==> src/verilog/cmdq_pkg.sv <==
// Shared widths, field indices and vector types for the command queue doorbell registers
`default_nettype none

package cmdq_pkg;

  // -------------------------------------------------------------------------
  // Port address and data
  // -------------------------------------------------------------------------
  localparam int reg_addr_w = 12;

  typedef logic [reg_addr_w-1:0] reg_addr_t;
  typedef logic [31:0]           reg_data_t;

  // Register index within a queue sits in address bits 4:2
  localparam int field_lsb  = 2;
  localparam int field_msb  = 4;
  localparam int num_fields = 5;

  typedef logic [field_msb-field_lsb:0] reg_field_t;
  // One write strobe per register of a queue
  typedef logic [num_fields-1:0]        field_sel_t;

  // -------------------------------------------------------------------------
  // Register map of one queue
  // -------------------------------------------------------------------------
  localparam reg_field_t field_tail_ptr = 3'd0;
  localparam reg_field_t field_irq_ctrl = 3'd1;
  localparam reg_field_t field_addr_lo  = 3'd2;
  localparam reg_field_t field_rst_ctrl = 3'd3;
  localparam reg_field_t field_addr_hi  = 3'd4;

  // Peer queue window at 0x100
  localparam int peer_bit       = 8;
  // Anything set from here up is an alias
  localparam int decode_top_bit = 9;

  // Interrupt control write, bit that raises a register interrupt
  localparam int ctrl_irq_bit     = 0;
  // Reset and interrupt configuration word
  localparam int cfg_irq_en_bit   = 0;
  localparam int cfg_irq_type_bit = 1;
  localparam int cfg_soft_rst_bit = 31;

  // Depth of the interrupt enable shift register
  localparam int irq_sr_w = 2;

endpackage

`default_nettype wire

==> src/verilog/cmdq_port_decode.sv <==
// Address decoder for both register ports, drives strobes, done pulses, clears and soft reset
`timescale 1ns/10ps
`default_nettype none

module cmdq_port_decode import cmdq_pkg::*; (
  input  wire logic      aclk,
  input  wire logic      aresetn,
  // Producer port requests
  input  wire logic      sq_wr_valid,
  input  wire reg_addr_t sq_wr_addr,
  input  wire logic      sq_rd_valid,
  input  wire reg_addr_t sq_rd_addr,
  // Consumer port requests
  input  wire logic      cq_wr_valid,
  input  wire reg_addr_t cq_wr_addr,
  input  wire logic      cq_rd_valid,
  input  wire reg_addr_t cq_rd_addr,
  // Soft reset requests from the banks
  input  wire logic      sq_rst_req,
  input  wire logic      cq_rst_req,
  // Field write strobes into each bank
  output field_sel_t     sq_wr_sel,
  output field_sel_t     cq_wr_sel,
  // Access completion
  output logic           sq_wr_done,
  output logic           cq_wr_done,
  output logic           sq_rd_done,
  output logic           cq_rd_done,
  // Read selection into each port's read mux
  output reg_field_t     sq_rd_field,
  output reg_field_t     cq_rd_field,
  output logic           sq_rd_peer,
  output logic           cq_rd_peer,
  output logic           sq_rd_hit,
  output logic           cq_rd_hit,
  // Interrupt status clears per queue
  output logic           sq_clr_tail,
  output logic           sq_clr_reg,
  output logic           cq_clr_tail,
  output logic           cq_clr_reg,
  output logic           soft_rst
);

  // -------------------------------------------------------------------------
  // Address checks
  // -------------------------------------------------------------------------

  // Legal register: no alias bits, no offset beyond 0x010 in either window
  function automatic logic addr_hit(input reg_addr_t addr);
    reg_field_t field;
    field = addr[field_msb:field_lsb];
    return (addr[reg_addr_w-1:decode_top_bit] == '0) &&
           (addr[peer_bit-1:field_msb+1] == '0) &&
           (field <= field_addr_hi);
  endfunction

  // One-hot strobe, own window only
  function automatic field_sel_t wr_strobe(input logic valid, input reg_addr_t addr);
    field_sel_t sel;
    sel = '0;
    if (valid && addr_hit(addr) && !addr[peer_bit])
      sel[addr[field_msb:field_lsb]] = 1'b1;
    return sel;
  endfunction

  assign sq_wr_sel = wr_strobe(sq_wr_valid, sq_wr_addr);
  assign cq_wr_sel = wr_strobe(cq_wr_valid, cq_wr_addr);

  // Read mux captures on the same edge as the access
  assign sq_rd_hit   = sq_rd_valid && addr_hit(sq_rd_addr);
  assign sq_rd_peer  = sq_rd_addr[peer_bit];
  assign sq_rd_field = sq_rd_addr[field_msb:field_lsb];
  assign cq_rd_hit   = cq_rd_valid && addr_hit(cq_rd_addr);
  assign cq_rd_peer  = cq_rd_addr[peer_bit];
  assign cq_rd_field = cq_rd_addr[field_msb:field_lsb];

  // Either bank can reset both queues
  assign soft_rst = sq_rst_req | cq_rst_req;

  // -------------------------------------------------------------------------
  // Done pulses and status clears
  // -------------------------------------------------------------------------
  always_ff @(posedge aclk) begin
    if (!aresetn) begin
      sq_wr_done  <= 1'b0;
      cq_wr_done  <= 1'b0;
      sq_rd_done  <= 1'b0;
      cq_rd_done  <= 1'b0;
      sq_clr_tail <= 1'b0;
      sq_clr_reg  <= 1'b0;
      cq_clr_tail <= 1'b0;
      cq_clr_reg  <= 1'b0;
    end else begin
      // Every access completes, aliases included
      sq_wr_done  <= sq_wr_valid;
      cq_wr_done  <= cq_wr_valid;
      sq_rd_done  <= sq_rd_valid;
      cq_rd_done  <= cq_rd_valid;
      // Producer reading the consumer window
      cq_clr_tail <= sq_rd_hit && sq_rd_peer && (sq_rd_field == field_tail_ptr);
      cq_clr_reg  <= sq_rd_hit && sq_rd_peer && (sq_rd_field == field_irq_ctrl);
      // Consumer reading the producer window
      sq_clr_tail <= cq_rd_hit && cq_rd_peer && (cq_rd_field == field_tail_ptr);
      sq_clr_reg  <= cq_rd_hit && cq_rd_peer && (cq_rd_field == field_irq_ctrl);
    end
  end

  // At most one register written per port per cycle
  a_wr_sel_onehot: assert property (@(posedge aclk) disable iff (!aresetn)
    $onehot0(sq_wr_sel) && $onehot0(cq_wr_sel));

endmodule

`default_nettype wire

==> src/verilog/cmdq_queue_regs.sv <==
// Register bank of one queue, stores its registers and flags tail, interrupt and reset writes
`timescale 1ns/10ps
`default_nettype none

module cmdq_queue_regs import cmdq_pkg::*; (
  input  wire logic       aclk,
  input  wire logic       aresetn,
  // One-hot field strobe and port write data
  input  wire field_sel_t wr_sel,
  input  wire reg_data_t  wr_data,
  input  wire logic       soft_rst,
  // Stored registers
  output reg_data_t       tail_ptr,
  output reg_data_t       addr_lo,
  output reg_data_t       addr_hi,
  output logic            irq_en,
  output logic            irq_type,
  // Write events, one cycle each
  output logic            tail_wr,
  output logic            irq_wr,
  output logic            rst_req
);

  // -------------------------------------------------------------------------
  // Stored registers
  // -------------------------------------------------------------------------
  always_ff @(posedge aclk) begin
    if (!aresetn || soft_rst) begin
      tail_ptr <= '0;
      addr_lo  <= '0;
      addr_hi  <= '0;
      irq_en   <= 1'b0;
      irq_type <= 1'b0;
    end else begin
      if (wr_sel[field_tail_ptr])
        tail_ptr <= wr_data;
      if (wr_sel[field_addr_lo])
        addr_lo <= wr_data;
      if (wr_sel[field_addr_hi])
        addr_hi <= wr_data;
      // Configuration keeps only enable and type
      if (wr_sel[field_rst_ctrl]) begin
        irq_en   <= wr_data[cfg_irq_en_bit];
        irq_type <= wr_data[cfg_irq_type_bit];
      end
    end
  end

  // -------------------------------------------------------------------------
  // Write events
  // -------------------------------------------------------------------------
  always_ff @(posedge aclk) begin
    if (!aresetn) begin
      tail_wr <= 1'b0;
      irq_wr  <= 1'b0;
      rst_req <= 1'b0;
    end else begin
      // Doorbell on any tail pointer write
      tail_wr <= wr_sel[field_tail_ptr];
      // Interrupt control only rings with its bit set
      irq_wr  <= wr_sel[field_irq_ctrl] && wr_data[ctrl_irq_bit];
      // Decoder turns this into soft_rst for both queues
      rst_req <= wr_sel[field_rst_ctrl] && wr_data[cfg_soft_rst_bit];
    end
  end

endmodule

`default_nettype wire

==> src/verilog/cmdq_irq_gen.sv <==
// Interrupt status and output of one queue, with the enable shift register after clears
`timescale 1ns/10ps
`default_nettype none

module cmdq_irq_gen import cmdq_pkg::*; (
  input  wire logic aclk,
  input  wire logic aresetn,
  // Write events from the bank
  input  wire logic tail_wr,
  input  wire logic irq_wr,
  // Configuration, type high selects register interrupts
  input  wire logic irq_en,
  input  wire logic irq_type,
  // Clears from peer reads
  input  wire logic clr_tail,
  input  wire logic clr_reg,
  input  wire logic soft_rst,
  output logic      irq,
  output logic      pending,
  output logic      reg_status
);

  logic                tail_status;
  logic [irq_sr_w-1:0] en_sr;
  logic                clr_hit;

  // Only the clear matching the active type counts
  assign clr_hit = (clr_reg && irq_type) || (clr_tail && !irq_type) || soft_rst;
  assign pending = reg_status | tail_status;

  always_ff @(posedge aclk) begin
    if (!aresetn) begin
      en_sr       <= '0;
      reg_status  <= 1'b0;
      tail_status <= 1'b0;
      irq         <= 1'b0;
    end else begin
      // Emptied on a clear so irq falls before it can rise again
      if (clr_hit)
        en_sr <= '0;
      else
        en_sr <= {en_sr[irq_sr_w-2:0], 1'b1};

      // Register status, held at zero under tail type
      if (soft_rst || !irq_type)
        reg_status <= 1'b0;
      else if (irq_wr)
        reg_status <= 1'b1;
      else if (clr_reg)
        reg_status <= 1'b0;

      // Tail status, held at zero under register type
      if (soft_rst || irq_type)
        tail_status <= 1'b0;
      else if (tail_wr)
        tail_status <= 1'b1;
      else if (clr_tail)
        tail_status <= 1'b0;

      irq <= irq_en && pending && en_sr[irq_sr_w-1];
    end
  end

  // Forced low gap after every clear
  a_irq_gap_after_clear: assert property (@(posedge aclk) disable iff (!aresetn)
    clr_hit |=> ##1 !irq [*irq_sr_w]);

endmodule

`default_nettype wire

==> src/verilog/cmdq_read_mux.sv <==
// Registered read data of one port over its own queue and the peer queue
`timescale 1ns/10ps
`default_nettype none

module cmdq_read_mux import cmdq_pkg::*; (
  input  wire logic       aclk,
  input  wire logic       aresetn,
  // Selection from the decoder
  input  wire logic       rd_hit,
  input  wire logic       rd_peer,
  input  wire reg_field_t rd_field,
  // Own queue
  input  wire reg_data_t  own_tail_ptr,
  input  wire reg_data_t  own_addr_lo,
  input  wire reg_data_t  own_addr_hi,
  input  wire logic       own_irq_en,
  input  wire logic       own_irq_type,
  input  wire logic       own_pending,
  input  wire logic       own_reg_status,
  // Peer queue
  input  wire reg_data_t  peer_tail_ptr,
  input  wire reg_data_t  peer_addr_lo,
  input  wire reg_data_t  peer_addr_hi,
  input  wire logic       peer_irq_en,
  input  wire logic       peer_irq_type,
  input  wire logic       peer_pending,
  input  wire logic       peer_reg_status,
  output reg_data_t       rd_data
);

  reg_data_t sel_tail_ptr;
  reg_data_t sel_addr_lo;
  reg_data_t sel_addr_hi;
  logic      sel_irq_en;
  logic      sel_irq_type;
  logic      sel_pending;
  logic      sel_reg_status;

  // Pick the window first
  assign sel_tail_ptr   = rd_peer ? peer_tail_ptr   : own_tail_ptr;
  assign sel_addr_lo    = rd_peer ? peer_addr_lo    : own_addr_lo;
  assign sel_addr_hi    = rd_peer ? peer_addr_hi    : own_addr_hi;
  assign sel_irq_en     = rd_peer ? peer_irq_en     : own_irq_en;
  assign sel_irq_type   = rd_peer ? peer_irq_type   : own_irq_type;
  assign sel_pending    = rd_peer ? peer_pending    : own_pending;
  assign sel_reg_status = rd_peer ? peer_reg_status : own_reg_status;

  // -------------------------------------------------------------------------
  // Field select, sampled before any same-cycle write lands
  // -------------------------------------------------------------------------
  always_ff @(posedge aclk) begin
    if (!aresetn) begin
      rd_data <= '0;
    end else begin
      rd_data <= '0;
      if (rd_hit) begin
        case (rd_field)
          field_tail_ptr: rd_data <= sel_tail_ptr;
          field_irq_ctrl: begin
            // Own side sees pending, peer side sees register status
            rd_data[1] <= !rd_peer && sel_pending;
            rd_data[0] <= rd_peer && sel_reg_status;
          end
          field_addr_lo:  rd_data <= sel_addr_lo;
          field_rst_ctrl: begin
            rd_data[cfg_irq_type_bit] <= sel_irq_type;
            rd_data[cfg_irq_en_bit]   <= sel_irq_en;
          end
          field_addr_hi:  rd_data <= sel_addr_hi;
          default:        rd_data <= '0;
        endcase
      end
    end
  end

endmodule

`default_nettype wire

==> src/verilog/cmdq_regs_top.sv <==
// Doorbell register block top, connects decoder, queue banks, interrupt logic and read muxes
`timescale 1ns/10ps
`default_nettype none

module cmdq_regs_top import cmdq_pkg::*; (
  input  wire logic      aclk,
  input  wire logic      aresetn,
  // Producer port
  input  wire logic      sq_wr_valid,
  input  wire reg_addr_t sq_wr_addr,
  input  wire reg_data_t sq_wr_data,
  output logic           sq_wr_done,
  input  wire logic      sq_rd_valid,
  input  wire reg_addr_t sq_rd_addr,
  output reg_data_t      sq_rd_data,
  output logic           sq_rd_done,
  // Consumer port
  input  wire logic      cq_wr_valid,
  input  wire reg_addr_t cq_wr_addr,
  input  wire reg_data_t cq_wr_data,
  output logic           cq_wr_done,
  input  wire logic      cq_rd_valid,
  input  wire reg_addr_t cq_rd_addr,
  output reg_data_t      cq_rd_data,
  output logic           cq_rd_done,
  // Interrupts
  output logic           irq_sq,
  output logic           irq_cq
);

  // -------------------------------------------------------------------------
  // Internal nets
  // -------------------------------------------------------------------------
  field_sel_t sq_wr_sel, cq_wr_sel;
  reg_field_t sq_rd_field, cq_rd_field;
  logic       sq_rd_peer, cq_rd_peer, sq_rd_hit, cq_rd_hit;
  logic       sq_clr_tail, sq_clr_reg, cq_clr_tail, cq_clr_reg;
  logic       sq_rst_req, cq_rst_req, soft_rst;
  // Queue state
  reg_data_t  sq_tail_ptr, sq_addr_lo, sq_addr_hi;
  reg_data_t  cq_tail_ptr, cq_addr_lo, cq_addr_hi;
  logic       sq_irq_en, sq_irq_type, sq_tail_wr, sq_irq_wr, sq_pending, sq_reg_status;
  logic       cq_irq_en, cq_irq_type, cq_tail_wr, cq_irq_wr, cq_pending, cq_reg_status;

  cmdq_port_decode u_decode (
    .aclk, .aresetn,
    .sq_wr_valid, .sq_wr_addr, .sq_rd_valid, .sq_rd_addr,
    .cq_wr_valid, .cq_wr_addr, .cq_rd_valid, .cq_rd_addr,
    .sq_rst_req, .cq_rst_req,
    .sq_wr_sel, .cq_wr_sel,
    .sq_wr_done, .cq_wr_done, .sq_rd_done, .cq_rd_done,
    .sq_rd_field, .cq_rd_field, .sq_rd_peer, .cq_rd_peer, .sq_rd_hit, .cq_rd_hit,
    .sq_clr_tail, .sq_clr_reg, .cq_clr_tail, .cq_clr_reg,
    .soft_rst
  );

  // Each bank takes writes from its own port only
  cmdq_queue_regs u_sq_regs (
    .aclk, .aresetn, .wr_sel(sq_wr_sel), .wr_data(sq_wr_data), .soft_rst,
    .tail_ptr(sq_tail_ptr), .addr_lo(sq_addr_lo), .addr_hi(sq_addr_hi),
    .irq_en(sq_irq_en), .irq_type(sq_irq_type),
    .tail_wr(sq_tail_wr), .irq_wr(sq_irq_wr), .rst_req(sq_rst_req)
  );

  cmdq_queue_regs u_cq_regs (
    .aclk, .aresetn, .wr_sel(cq_wr_sel), .wr_data(cq_wr_data), .soft_rst,
    .tail_ptr(cq_tail_ptr), .addr_lo(cq_addr_lo), .addr_hi(cq_addr_hi),
    .irq_en(cq_irq_en), .irq_type(cq_irq_type),
    .tail_wr(cq_tail_wr), .irq_wr(cq_irq_wr), .rst_req(cq_rst_req)
  );

  cmdq_irq_gen u_sq_irq (
    .aclk, .aresetn, .tail_wr(sq_tail_wr), .irq_wr(sq_irq_wr),
    .irq_en(sq_irq_en), .irq_type(sq_irq_type),
    .clr_tail(sq_clr_tail), .clr_reg(sq_clr_reg), .soft_rst,
    .irq(irq_sq), .pending(sq_pending), .reg_status(sq_reg_status)
  );

  cmdq_irq_gen u_cq_irq (
    .aclk, .aresetn, .tail_wr(cq_tail_wr), .irq_wr(cq_irq_wr),
    .irq_en(cq_irq_en), .irq_type(cq_irq_type),
    .clr_tail(cq_clr_tail), .clr_reg(cq_clr_reg), .soft_rst,
    .irq(irq_cq), .pending(cq_pending), .reg_status(cq_reg_status)
  );

  // Producer port reads, the consumer queue is its peer
  cmdq_read_mux u_sq_rd (
    .aclk, .aresetn, .rd_hit(sq_rd_hit), .rd_peer(sq_rd_peer), .rd_field(sq_rd_field),
    .own_tail_ptr(sq_tail_ptr), .own_addr_lo(sq_addr_lo), .own_addr_hi(sq_addr_hi),
    .own_irq_en(sq_irq_en), .own_irq_type(sq_irq_type),
    .own_pending(sq_pending), .own_reg_status(sq_reg_status),
    .peer_tail_ptr(cq_tail_ptr), .peer_addr_lo(cq_addr_lo), .peer_addr_hi(cq_addr_hi),
    .peer_irq_en(cq_irq_en), .peer_irq_type(cq_irq_type),
    .peer_pending(cq_pending), .peer_reg_status(cq_reg_status),
    .rd_data(sq_rd_data)
  );

  cmdq_read_mux u_cq_rd (
    .aclk, .aresetn, .rd_hit(cq_rd_hit), .rd_peer(cq_rd_peer), .rd_field(cq_rd_field),
    .own_tail_ptr(cq_tail_ptr), .own_addr_lo(cq_addr_lo), .own_addr_hi(cq_addr_hi),
    .own_irq_en(cq_irq_en), .own_irq_type(cq_irq_type),
    .own_pending(cq_pending), .own_reg_status(cq_reg_status),
    .peer_tail_ptr(sq_tail_ptr), .peer_addr_lo(sq_addr_lo), .peer_addr_hi(sq_addr_hi),
    .peer_irq_en(sq_irq_en), .peer_irq_type(sq_irq_type),
    .peer_pending(sq_pending), .peer_reg_status(sq_reg_status),
    .rd_data(cq_rd_data)
  );

endmodule

`default_nettype wire

==> config.mk <==
export PLATFORM = sky130hd
export DESIGN_NAME = cmdq_regs_top
export DESIGN_NICKNAME = d
export VERILOG_FILES = /design/src/verilog/cmdq_pkg.sv /design/src/verilog/cmdq_port_decode.sv /design/src/verilog/cmdq_queue_regs.sv /design/src/verilog/cmdq_irq_gen.sv /design/src/verilog/cmdq_read_mux.sv /design/src/verilog/cmdq_regs_top.sv
export SDC_FILE = /design/constraint.sdc
export NUM_CORES = 1
export LEC_CHECK = 0
export ABC_AREA = 1
export BUFFER_PORTS_ARGS = -buffer_cell sky130_fd_sc_hd__buf_2
export CAP_MARGIN = 5
export CORE_UTILIZATION = 58
export DETAILED_ROUTE_END_ITERATION = 10
export PLACE_DENSITY = 0.8
export SKIP_LAST_GASP = 1
export SYNTH_ARGS = -nofsm -noshare
export SYNTH_HDL_FRONTEND = slang
export SYNTH_SLANG_ARGS = --single-unit
==> constraint.sdc <==
create_clock -name aclk -period 1.7 [get_ports aclk]
set_clock_uncertainty 0.15 [all_clocks]
set_input_delay 0.51 -clock aclk [delete_from_list [all_inputs] [get_ports aclk]]
set_output_delay 0.51 -clock aclk [all_outputs]
set_load 0.01 [all_outputs]
==> metrics, run 1 <==
dpl hpwl 33.6 mm; FP Rows 58; arrival time at the worst endpoint 1020 ps; post-CTS setup buffer count 0; Core Region 0.0252 mm²; I/O pin count 188; crit path launch type flop; input/output buffers 179; CTS tree built; DRC violations left 0; TritonCTS sink count 284; Hold Path Depth 3; Lkg Pwr 8.44 nW; worst min-delay path category primary input to flop; most common cell after layout, fill and taps aside nor2_1; top cell family by delay on the critical path flip-flops; root buf cell clkbuf_16; Ant. Diodes 0; fraction of layout cells with a size suffix above 1 0.166; first-pass GRT wire length 74.4 mm; Syn Inst Count 2,383; vias 15,912; CTS Buf Count 30; Clk pin slew, worst setup/hold paths 70 ps; GPL Wtd Cong 0.964; min Tclk post-route 1680 ps; Tcrit/Tclk final 0.991; Slowest-stage cell, CP dfxtp_2; H-tree levels 1; nets 2,673; worst path cell trace buf_2; Final Max Slew Viols 0; Synthesis Warnings 0; GR Util All Layers 0.358; Clock Latency Late Sink 560 ps; DRT Pass-1 Iters 6; Worst Hold Endpoint u_decode.cq_wr_done; Routed wire per std cell 16.5 µm; drt first-iter violations 1,704; buffers plus inverters on the worst setup path 1; average cell area after synthesis 6.24 µm²; worst hold path startpoint cq_wr_valid; syn_nets 2,501; number of global-route vias before repair 14,199; pwr dens 874 mW/mm²; FF-to-FF setup slack 210 ps; Initial Util 0.590; CP required 1040 ps; final hold viol count 0; GRT overflow 0; DRT Wirelength 47.9 mm; vias per std cell 5.47; Worst Reg2Reg Path Length in Cells 6; area grow syn2layout 20.5%; Final Non-Filler Cells 2,908; Yosys cell types 26; Worst R2R End u_sq_regs.addr_lo[28]; fmax 594 MHz; final setup fails 0; Min Hold Slack 10.1 ps; outcome completed; placed insts 2,853; largest net degree at the start of global routing 79; die footprint 0.0263 mm²; remaining antenna violation count 0; Die X 162 µm; Crit Path Max Fanout 1; initial antenna violation count 0; RSZ-0062 raised after global routing true; max-cap violations 0; die height 162 µm; Slew headroom 0.720; crit path kind flop to primary output; CP peak stage delay 340 ps; most frequent cells in the layout nor2_1 (711), nand2_1 (497), dfxtp_1 (269); crit path capture type primary output; peak supply drop 0.000878 V; sequential fraction of the synthesis area 0.383; clk buf depth 3; Worst-Margin Slew 421 ps; worst reg2reg path startpoint u_sq_regs.rst_req; Seq cells post-synth 284; Synth Cell Area 0.0149 mm²
cell usage after synthesis, drive strengths merged:
cell	instances	area (µm²)
a21oi	224	1120
and3	2	12.5
buf	151	1060
clkbuf	16	60.1
dfxtp	284	5690
inv	151	567
nand2	511	1950
nand3	243	1220
nand4	2	12.5
nor2	723	2740
nor3	55	325
nor3b	1	7.51
nor4	2	12.5
o21ai	15	75.1
or2	3	18.8
final cells by class:
type | count | area, µm²
clock inverters | 15 | 265
multi-input cells | 1781 | 7530
fillers | 2110 | 7270
repair buffers | 307 | 2560
flip-flops and latches | 284 | 5700
inverters | 151 | 569
clock buffers | 40 | 870
well taps | 330 | 413
through the flow:
step / power [mW] / TNS [ps] / area [µm²] / utilization / setup WS [ps]
after floorplan: 7.74 / 0 / 14900 / - / 94.9
after global placement: 8.27 / -10020 / 16700 / 0.664 / -98.0
after detailed placement: 8.30 / -15840 / 16700 / 0.664 / -125
after CTS: 15.7 / -25.4 / 17900 / 0.710 / -25.4
after global routing: 16.1 / -9.49 / 17900 / 0.711 / -7.27
final: 15.7 / 0 / 17900 / 0.711 / 15.8
report_power, final:
group          internal (mW)  leakage [nW]  total [mW]  switching (mW)
clock                   4.65         0.554        7.46            2.81
sequential              6.67          2.30        6.67         0.00607
combinational          0.566          5.59        1.52           0.952
cell families after synthesis:
logic type | share of synthesized area
AOI/OAI and AO/OA | 0.0805
buffers and inverters | 0.113
DFF | 0.383
and+or+nand+nor | 0.424
per-layer routing:
metal,GRT usage,vias up,wire length (µm)
met2,0.523,920,19800
met3,0.0848,85,6870
li1,-,7797,-
met5,0,-,0
met1,0.522,7110,20200
met4,0.101,0,1020
how the worst max path moves through the flow:
| stage | from | end | slack, ps | cells after the start |
|---|---|---|---|---|
| after floorplan | sq_wr_addr[9] | u_sq_regs.addr_hi[21] | 90 | 8 |
| after global placement | cq_rd_addr[4] | u_cq_rd.rd_data[3] | -100 | 8 |
| after detailed placement | aresetn | u_cq_rd.rd_data[21] | -120 | 7 |
| after CTS | u_cq_rd.rd_data[27] | cq_rd_data[27] | -30 | 1 |
| after global routing | u_sq_rd.rd_data[22] | sq_rd_data[22] | -7 | 1 |
| final | u_cq_rd.rd_data[11] | cq_rd_data[11] | 20 | 1 |
repair_timing:
action                     CTS  global route
setup endpoints to repair   14             6
resized for setup           18             5
hold buffers                 0             0
Power figures use the tool's default switching activity.
==> run 2: changes to the inputs <==
--- a/config.mk
+++ b/config.mk
@@ -5,11 +5,11 @@
 export SDC_FILE = /design/constraint.sdc
 export NUM_CORES = 1
 export LEC_CHECK = 0
-export ABC_AREA = 1
 export BUFFER_PORTS_ARGS = -buffer_cell sky130_fd_sc_hd__buf_2
 export CAP_MARGIN = 5
-export CORE_UTILIZATION = 58
+export CORE_UTILIZATION = 57
 export DETAILED_ROUTE_END_ITERATION = 10
+export GPL_TIMING_DRIVEN = 0
 export PLACE_DENSITY = 0.8
 export SKIP_LAST_GASP = 1
 export SYNTH_ARGS = -nofsm -noshare
==> metrics, run 2 <==
outcome completed; crit path launch type flop; Sw Pwr 3.31 mW; Worst-Margin Slew 791 ps; hold_buf cts 0; Synth Cell Area 0.0126 mm²; Setup Slack @ Placement -657 ps; Clk pin slew, worst setup/hold paths 60 ps; ys flop type dfxtp_1; sequential fraction of the synthesis area 0.451; Final Non-Filler Cells 1,898; average cell area after synthesis 9.12 µm²; most numerous cell in the Yosys netlist dfxtp_1; CP peak stage delay 340 ps; Ant. Diodes 0; placed insts 1,837; most frequent cells in the layout dfxtp_1 (281), mux2i_1 (226), buf_2 (205); min Tclk post-route 1680 ps; clk buf depth 3; Slew headroom 0.473; top cells by area, synth dfxtp_1 (45%), mux2i_1 (18%), a21oi_1 (6.4%); Final Max Slew Viols 0; syn_nets 1,500; drt first-iter violations 906; top cell family by delay on the critical path flip-flops; Final Total Pwr 14.0 mW; vias 11,426; Sw Share 0.236; nets 1,715; post-route design area 0.0151 mm²; Clock Latency Late Sink 560 ps; I/O pin count 188; H-tree levels 1; RSZ-0062 raised after global routing false; die footprint 0.0227 mm²; Crit Path Max Fanout 1; final core utilization 0.695; top-area cell type share of the netlist area 0.451; max-cap violations 0; final setup fails 0; Int Power 10.7 mW; top post-synthesis cells by count dfxtp_1 (284), mux2i_1 (226), nand2_1 (196); initial antenna violation count 0; Slowest-stage cell, CP dfxtp_2; fraction of layout cells with a size suffix above 1 0.257; Lkg Pwr 6.78 nW; CTS tree built; crit path kind flop to primary output; final hold viol count 0; GPL Wtd Cong 0.964; FFs w/ async S/R, synth 0; Comb pwr share 0.061; worst path cell trace buf_2; Sum Neg Setup Slack 0 ps; CP required 1040 ps; Synthesis Warnings 0; fmax 595 MHz; buffers plus inverters on the worst setup path 1; DRT Pass-1 Iters 6; GR Util All Layers 0.345; pwr dens 925 mW/mm²; most common cell after layout, fill and taps aside dfxtp_1; root buf cell clkbuf_16; Syn Inst Count 1,382; CTS Buf Count 29; Min Hold Slack 21.0 ps; DRC violations left 0; Seq cells post-synth 284; number of global-route vias before repair 10,960; arrival time at the worst endpoint 1020 ps; Routed wire per std cell 20.8 µm; crit path capture type primary output; FP Rows 54; remaining antenna violation count 0; Die X 151 µm; largest net degree at the start of global routing 15; clock group share of total power 0.462; Yosys cell types 43; post-route setup slack 19.5 ps; die height 151 µm; GRT overflow 0; largest area contributor in the netlist dfxtp_1; Tcrit/Tclk final 0.989; peak supply drop 0.000666 V; input/output buffers 175; vias per std cell 6.02; Initial Util 0.579; worst min-delay path category primary input to flop; area grow syn2layout 20.0%; Seq pwr share 0.477; number of synthesized flops with an enable pin 0; TritonCTS sink count 284; Area after DPL 0.0140 mm²; first-pass GRT wire length 59.6 mm; Filler cells 1,725; DRT Wirelength 39.5 mm; dpl hpwl 27.0 mm; Core Region 0.0218 mm²
## run 2: changes by cell type after synthesis, moves of 32 or more
cell / previous run / this run
buf_2: 78 / 46
mux2_2: 0 / 63
nor3_1: 50 / 5
nor2_1: 716 / 184
nand2_1: 497 / 196
inv_1: 129 / 5
a21oi_1: 224 / 162
nand3_1: 243 / 4
o22ai_1: 0 / 61
mux2i_1: 0 / 226
## run 2: what timing repair did
action                     in CTS  in global routing
pin swaps                       2                  4
setup endpoints to repair      93                172
resized for setup               8                 20
buffers inserted                4                  5
## run 2: worst paths after layout
path         cells after the start               endpoint  slack, ps                 from
max                              1         sq_rd_data[30]         20  u_sq_rd.rd_data[30]
min                              2    u_decode.sq_wr_done         20          sq_wr_valid
max reg2reg                      5  u_cq_regs.tail_ptr[8]         60    u_cq_regs.rst_req
min reg2reg                      1      u_sq_irq.en_sr[1]        280    u_sq_irq.en_sr[0]
## run 2: area by class of cell
class,count,area [µm²],share of cell area
sequential,284,5690,0.376
buffer,112,866,0.0573
inverter,5,18.8,0.00124
timing repair buffer,184,943,0.0624
clock inverter,18,183,0.0121
tap,280,350,0.0232
clock buffer,34,774,0.0512
multi-input combinational,981,6290,0.416
## run 2: power by group through the flow
| stage | Clock [mW] | Sequential, mW | Combinational [mW] |
|---|---|---|---|
| after floorplan | 0 | 6.82 | 0.417 |
| after global placement | 0 | 6.82 | 0.809 |
| after detailed placement | 0 | 6.82 | 0.815 |
| after CTS | 6.46 | 6.67 | 0.819 |
| after global routing | 6.76 | 6.67 | 0.883 |
| final | 6.46 | 6.67 | 0.860 |
## run 2: cell families (layout without fill, tap and decap cells)
group           after synthesis  count (layout)  share of synthesized area
buf+inv                     117             353                     0.0519
compound gates              243             243                      0.106
simple gates                449             449                      0.155
mux                         289             289                      0.236
flops                       284             284                      0.451
## run 2: per-layer routing
metal,track usage,part of all wire,vias to the layer above,wire [µm]
li1,-,-,5225,-
met1,0.428,0.39,5401,15500
met2,0.569,0.46,645,18300
met3,0.0645,0.096,155,3800
met4,0.181,0.047,0,1850
met5,0,0,-,0
==> run 3: changes to the inputs <==
--- a/config.mk
+++ b/config.mk
@@ -7,10 +7,10 @@
 export LEC_CHECK = 0
 export BUFFER_PORTS_ARGS = -buffer_cell sky130_fd_sc_hd__buf_2
 export CAP_MARGIN = 5
-export CORE_UTILIZATION = 57
+export CORE_UTILIZATION = 58
 export DETAILED_ROUTE_END_ITERATION = 10
 export GPL_TIMING_DRIVEN = 0
-export PLACE_DENSITY = 0.8
+export PLACE_DENSITY = 0.81
 export SKIP_LAST_GASP = 1
 export SYNTH_ARGS = -nofsm -noshare
 export SYNTH_HDL_FRONTEND = slang
==> constraint.sdc (replaced) <==
create_clock -name aclk -period 1.95 [get_ports aclk]
set_clock_uncertainty 0.15 [all_clocks]
set_input_delay 0.4875 -clock aclk [delete_from_list [all_inputs] [get_ports aclk]]
set_output_delay 0.4875 -clock aclk [all_outputs]
set_load 0.01 [all_outputs]
==> metrics, run 3 (same netlist as run 2, synthesis figures left out) <==
outcome finished with violations; failing checks setup timing; Die X 149 µm; GR Util All Layers 0.344; remaining antenna violation count 0; root buf cell clkbuf_16; GRT overflow 0; placed insts 1,832; CP required 2200 ps; largest net degree at the start of global routing 15; Routed wire per std cell 20.7 µm; die footprint 0.0223 mm²; fmax 507 MHz; most frequent cells in the layout dfxtp_1 (284), mux2i_1 (226), buf_2 (220); DRT Pass-1 Iters 6; crit path capture type flop; Top cell by count, worst path clkbuf_1; Worst-Margin Slew 910 ps; arrival time at the worst endpoint 2220 ps; most common cell after layout, fill and taps aside dfxtp_1; Clk pin slew, worst setup/hold paths 60 ps; crit path launch type primary input; FF-to-FF setup slack 110 ps; final hold viol count 0; H-tree levels 1; Sum Neg Setup Slack -20.8 ps; crit path kind primary input to flop; first-pass GRT wire length 59.4 mm; peak supply drop 0.000708 V; min Tclk post-route 1970 ps; Clock Latency Late Sink 550 ps; top cell family by delay on the critical path buffers and inverters; die height 149 µm; Slowest-stage cell, CP clkbuf_1; RSZ-0062 raised after global routing true; max-cap violations 0; Area after DPL 0.0138 mm²; buffers plus inverters on the worst setup path 3; worst min-delay path category primary input to flop; Final Non-Filler Cells 1,882; post-route design area 0.0148 mm²; fraction of layout cells with a size suffix above 1 0.224; initial antenna violation count 0; worst path cell trace buf_2, or3b_1, clkbuf_1, clkbuf_1, o22ai_1, a21oi_1, nor2_1; GPL Wtd Cong 0.930; vias 11,499; input/output buffers 175; post-route setup slack -20.8 ps; number of global-route vias before repair 11,150; clk buf depth 3; nets 1,705; FP Rows 53; final core utilization 0.699; final setup fails 1; area grow syn2layout 17.4%; CP peak stage delay 720 ps; DRC violations left 0; hold_buf cts 0; vias per std cell 6.11; DRT Wirelength 38.9 mm; CTS Buf Count 28; Lkg Pwr 6.56 nW; Min Hold Slack 11.1 ps; pwr dens 821 mW/mm²; Core Region 0.0212 mm²; I/O pin count 188; TritonCTS sink count 284; Crit Path Max Fanout 10; dpl hpwl 25.9 mm; drt first-iter violations 1,138; Ant. Diodes 0; Tcrit/Tclk final 1.01; CTS tree built; Initial Util 0.596; Final Max Slew Viols 0; Slew headroom 0.393
==> run 3: cell types whose count changed in the layout (fill, tap and decap cells not counted), sizes merged <==
cell / change
clkinvlp: -3
inv: -1
clkbuf: +6
buf: -9
clkinv: -4
==> run 3: where the power goes <==
group / switching (mW) / total, mW / internal, mW
combinational: 0.467 / 0.700 / 0.233
clock: 2.27 / 5.63 / 3.36
sequential: 0.00308 / 5.81 / 5.81
==> run 3: what timing repair did <==
action / in CTS / in global routing
setup endpoints to repair: 0 / 2
resized for setup: 0 / 2
buffers inserted: 0 / 0
endpoints found under the hold margin: 0 / 0
==> run 3: final timing paths <==
kind                          start                     to  depth (start not counted)
setup / recovery      cq_rd_addr[4]    u_cq_rd.rd_data[28]                          7
hold / removal          cq_wr_valid    u_decode.cq_wr_done                          2
setup reg to reg  u_sq_regs.rst_req  u_sq_regs.addr_lo[20]                          5
hold reg to reg   u_cq_irq.en_sr[0]      u_cq_irq.en_sr[1]                          1
==> run 3: metal layers <==
metal / routed length (µm) / part of all wire / global-route usage
met3: 4350 / 0.11 / 0.0599
met2: 17600 / 0.45 / 0.550
met5: 0 / 0 / 0
met1: 15400 / 0.40 / 0.448
met4: 1550 / 0.040 / 0.169
==> run 3: final cells by class <==
type,count,area [µm²]
Tap cell,275,344
Inverter,5,18.8
Sequential cell,284,5690
Buffer,112,638
Multi-Input combinational cell,981,6260
Fill cell,1640,6370
Timing Repair Buffer,175,876
Clock inverter,10,128
Clock buffer,40,837
==> run 3: worst reg2reg max path, cell delays in order (launching register included) <==
cell and delay [ps]:
dfxtp_1 300, or3_1 90, clkbuf_1 270, buf_2 290, clkbuf_1 520, a21oi_1 90
==> run 3: per-stage QoR <==
stage	power (mW)	setup WS [ps]
2_1_floorplan	6.28	150
3_3_place_gp	6.61	-403
3_5_place_dp	6.62	-419
4_1_cts	12.1	84.2
5_1_grt	12.4	-10.1
6_report	12.1	-20.8
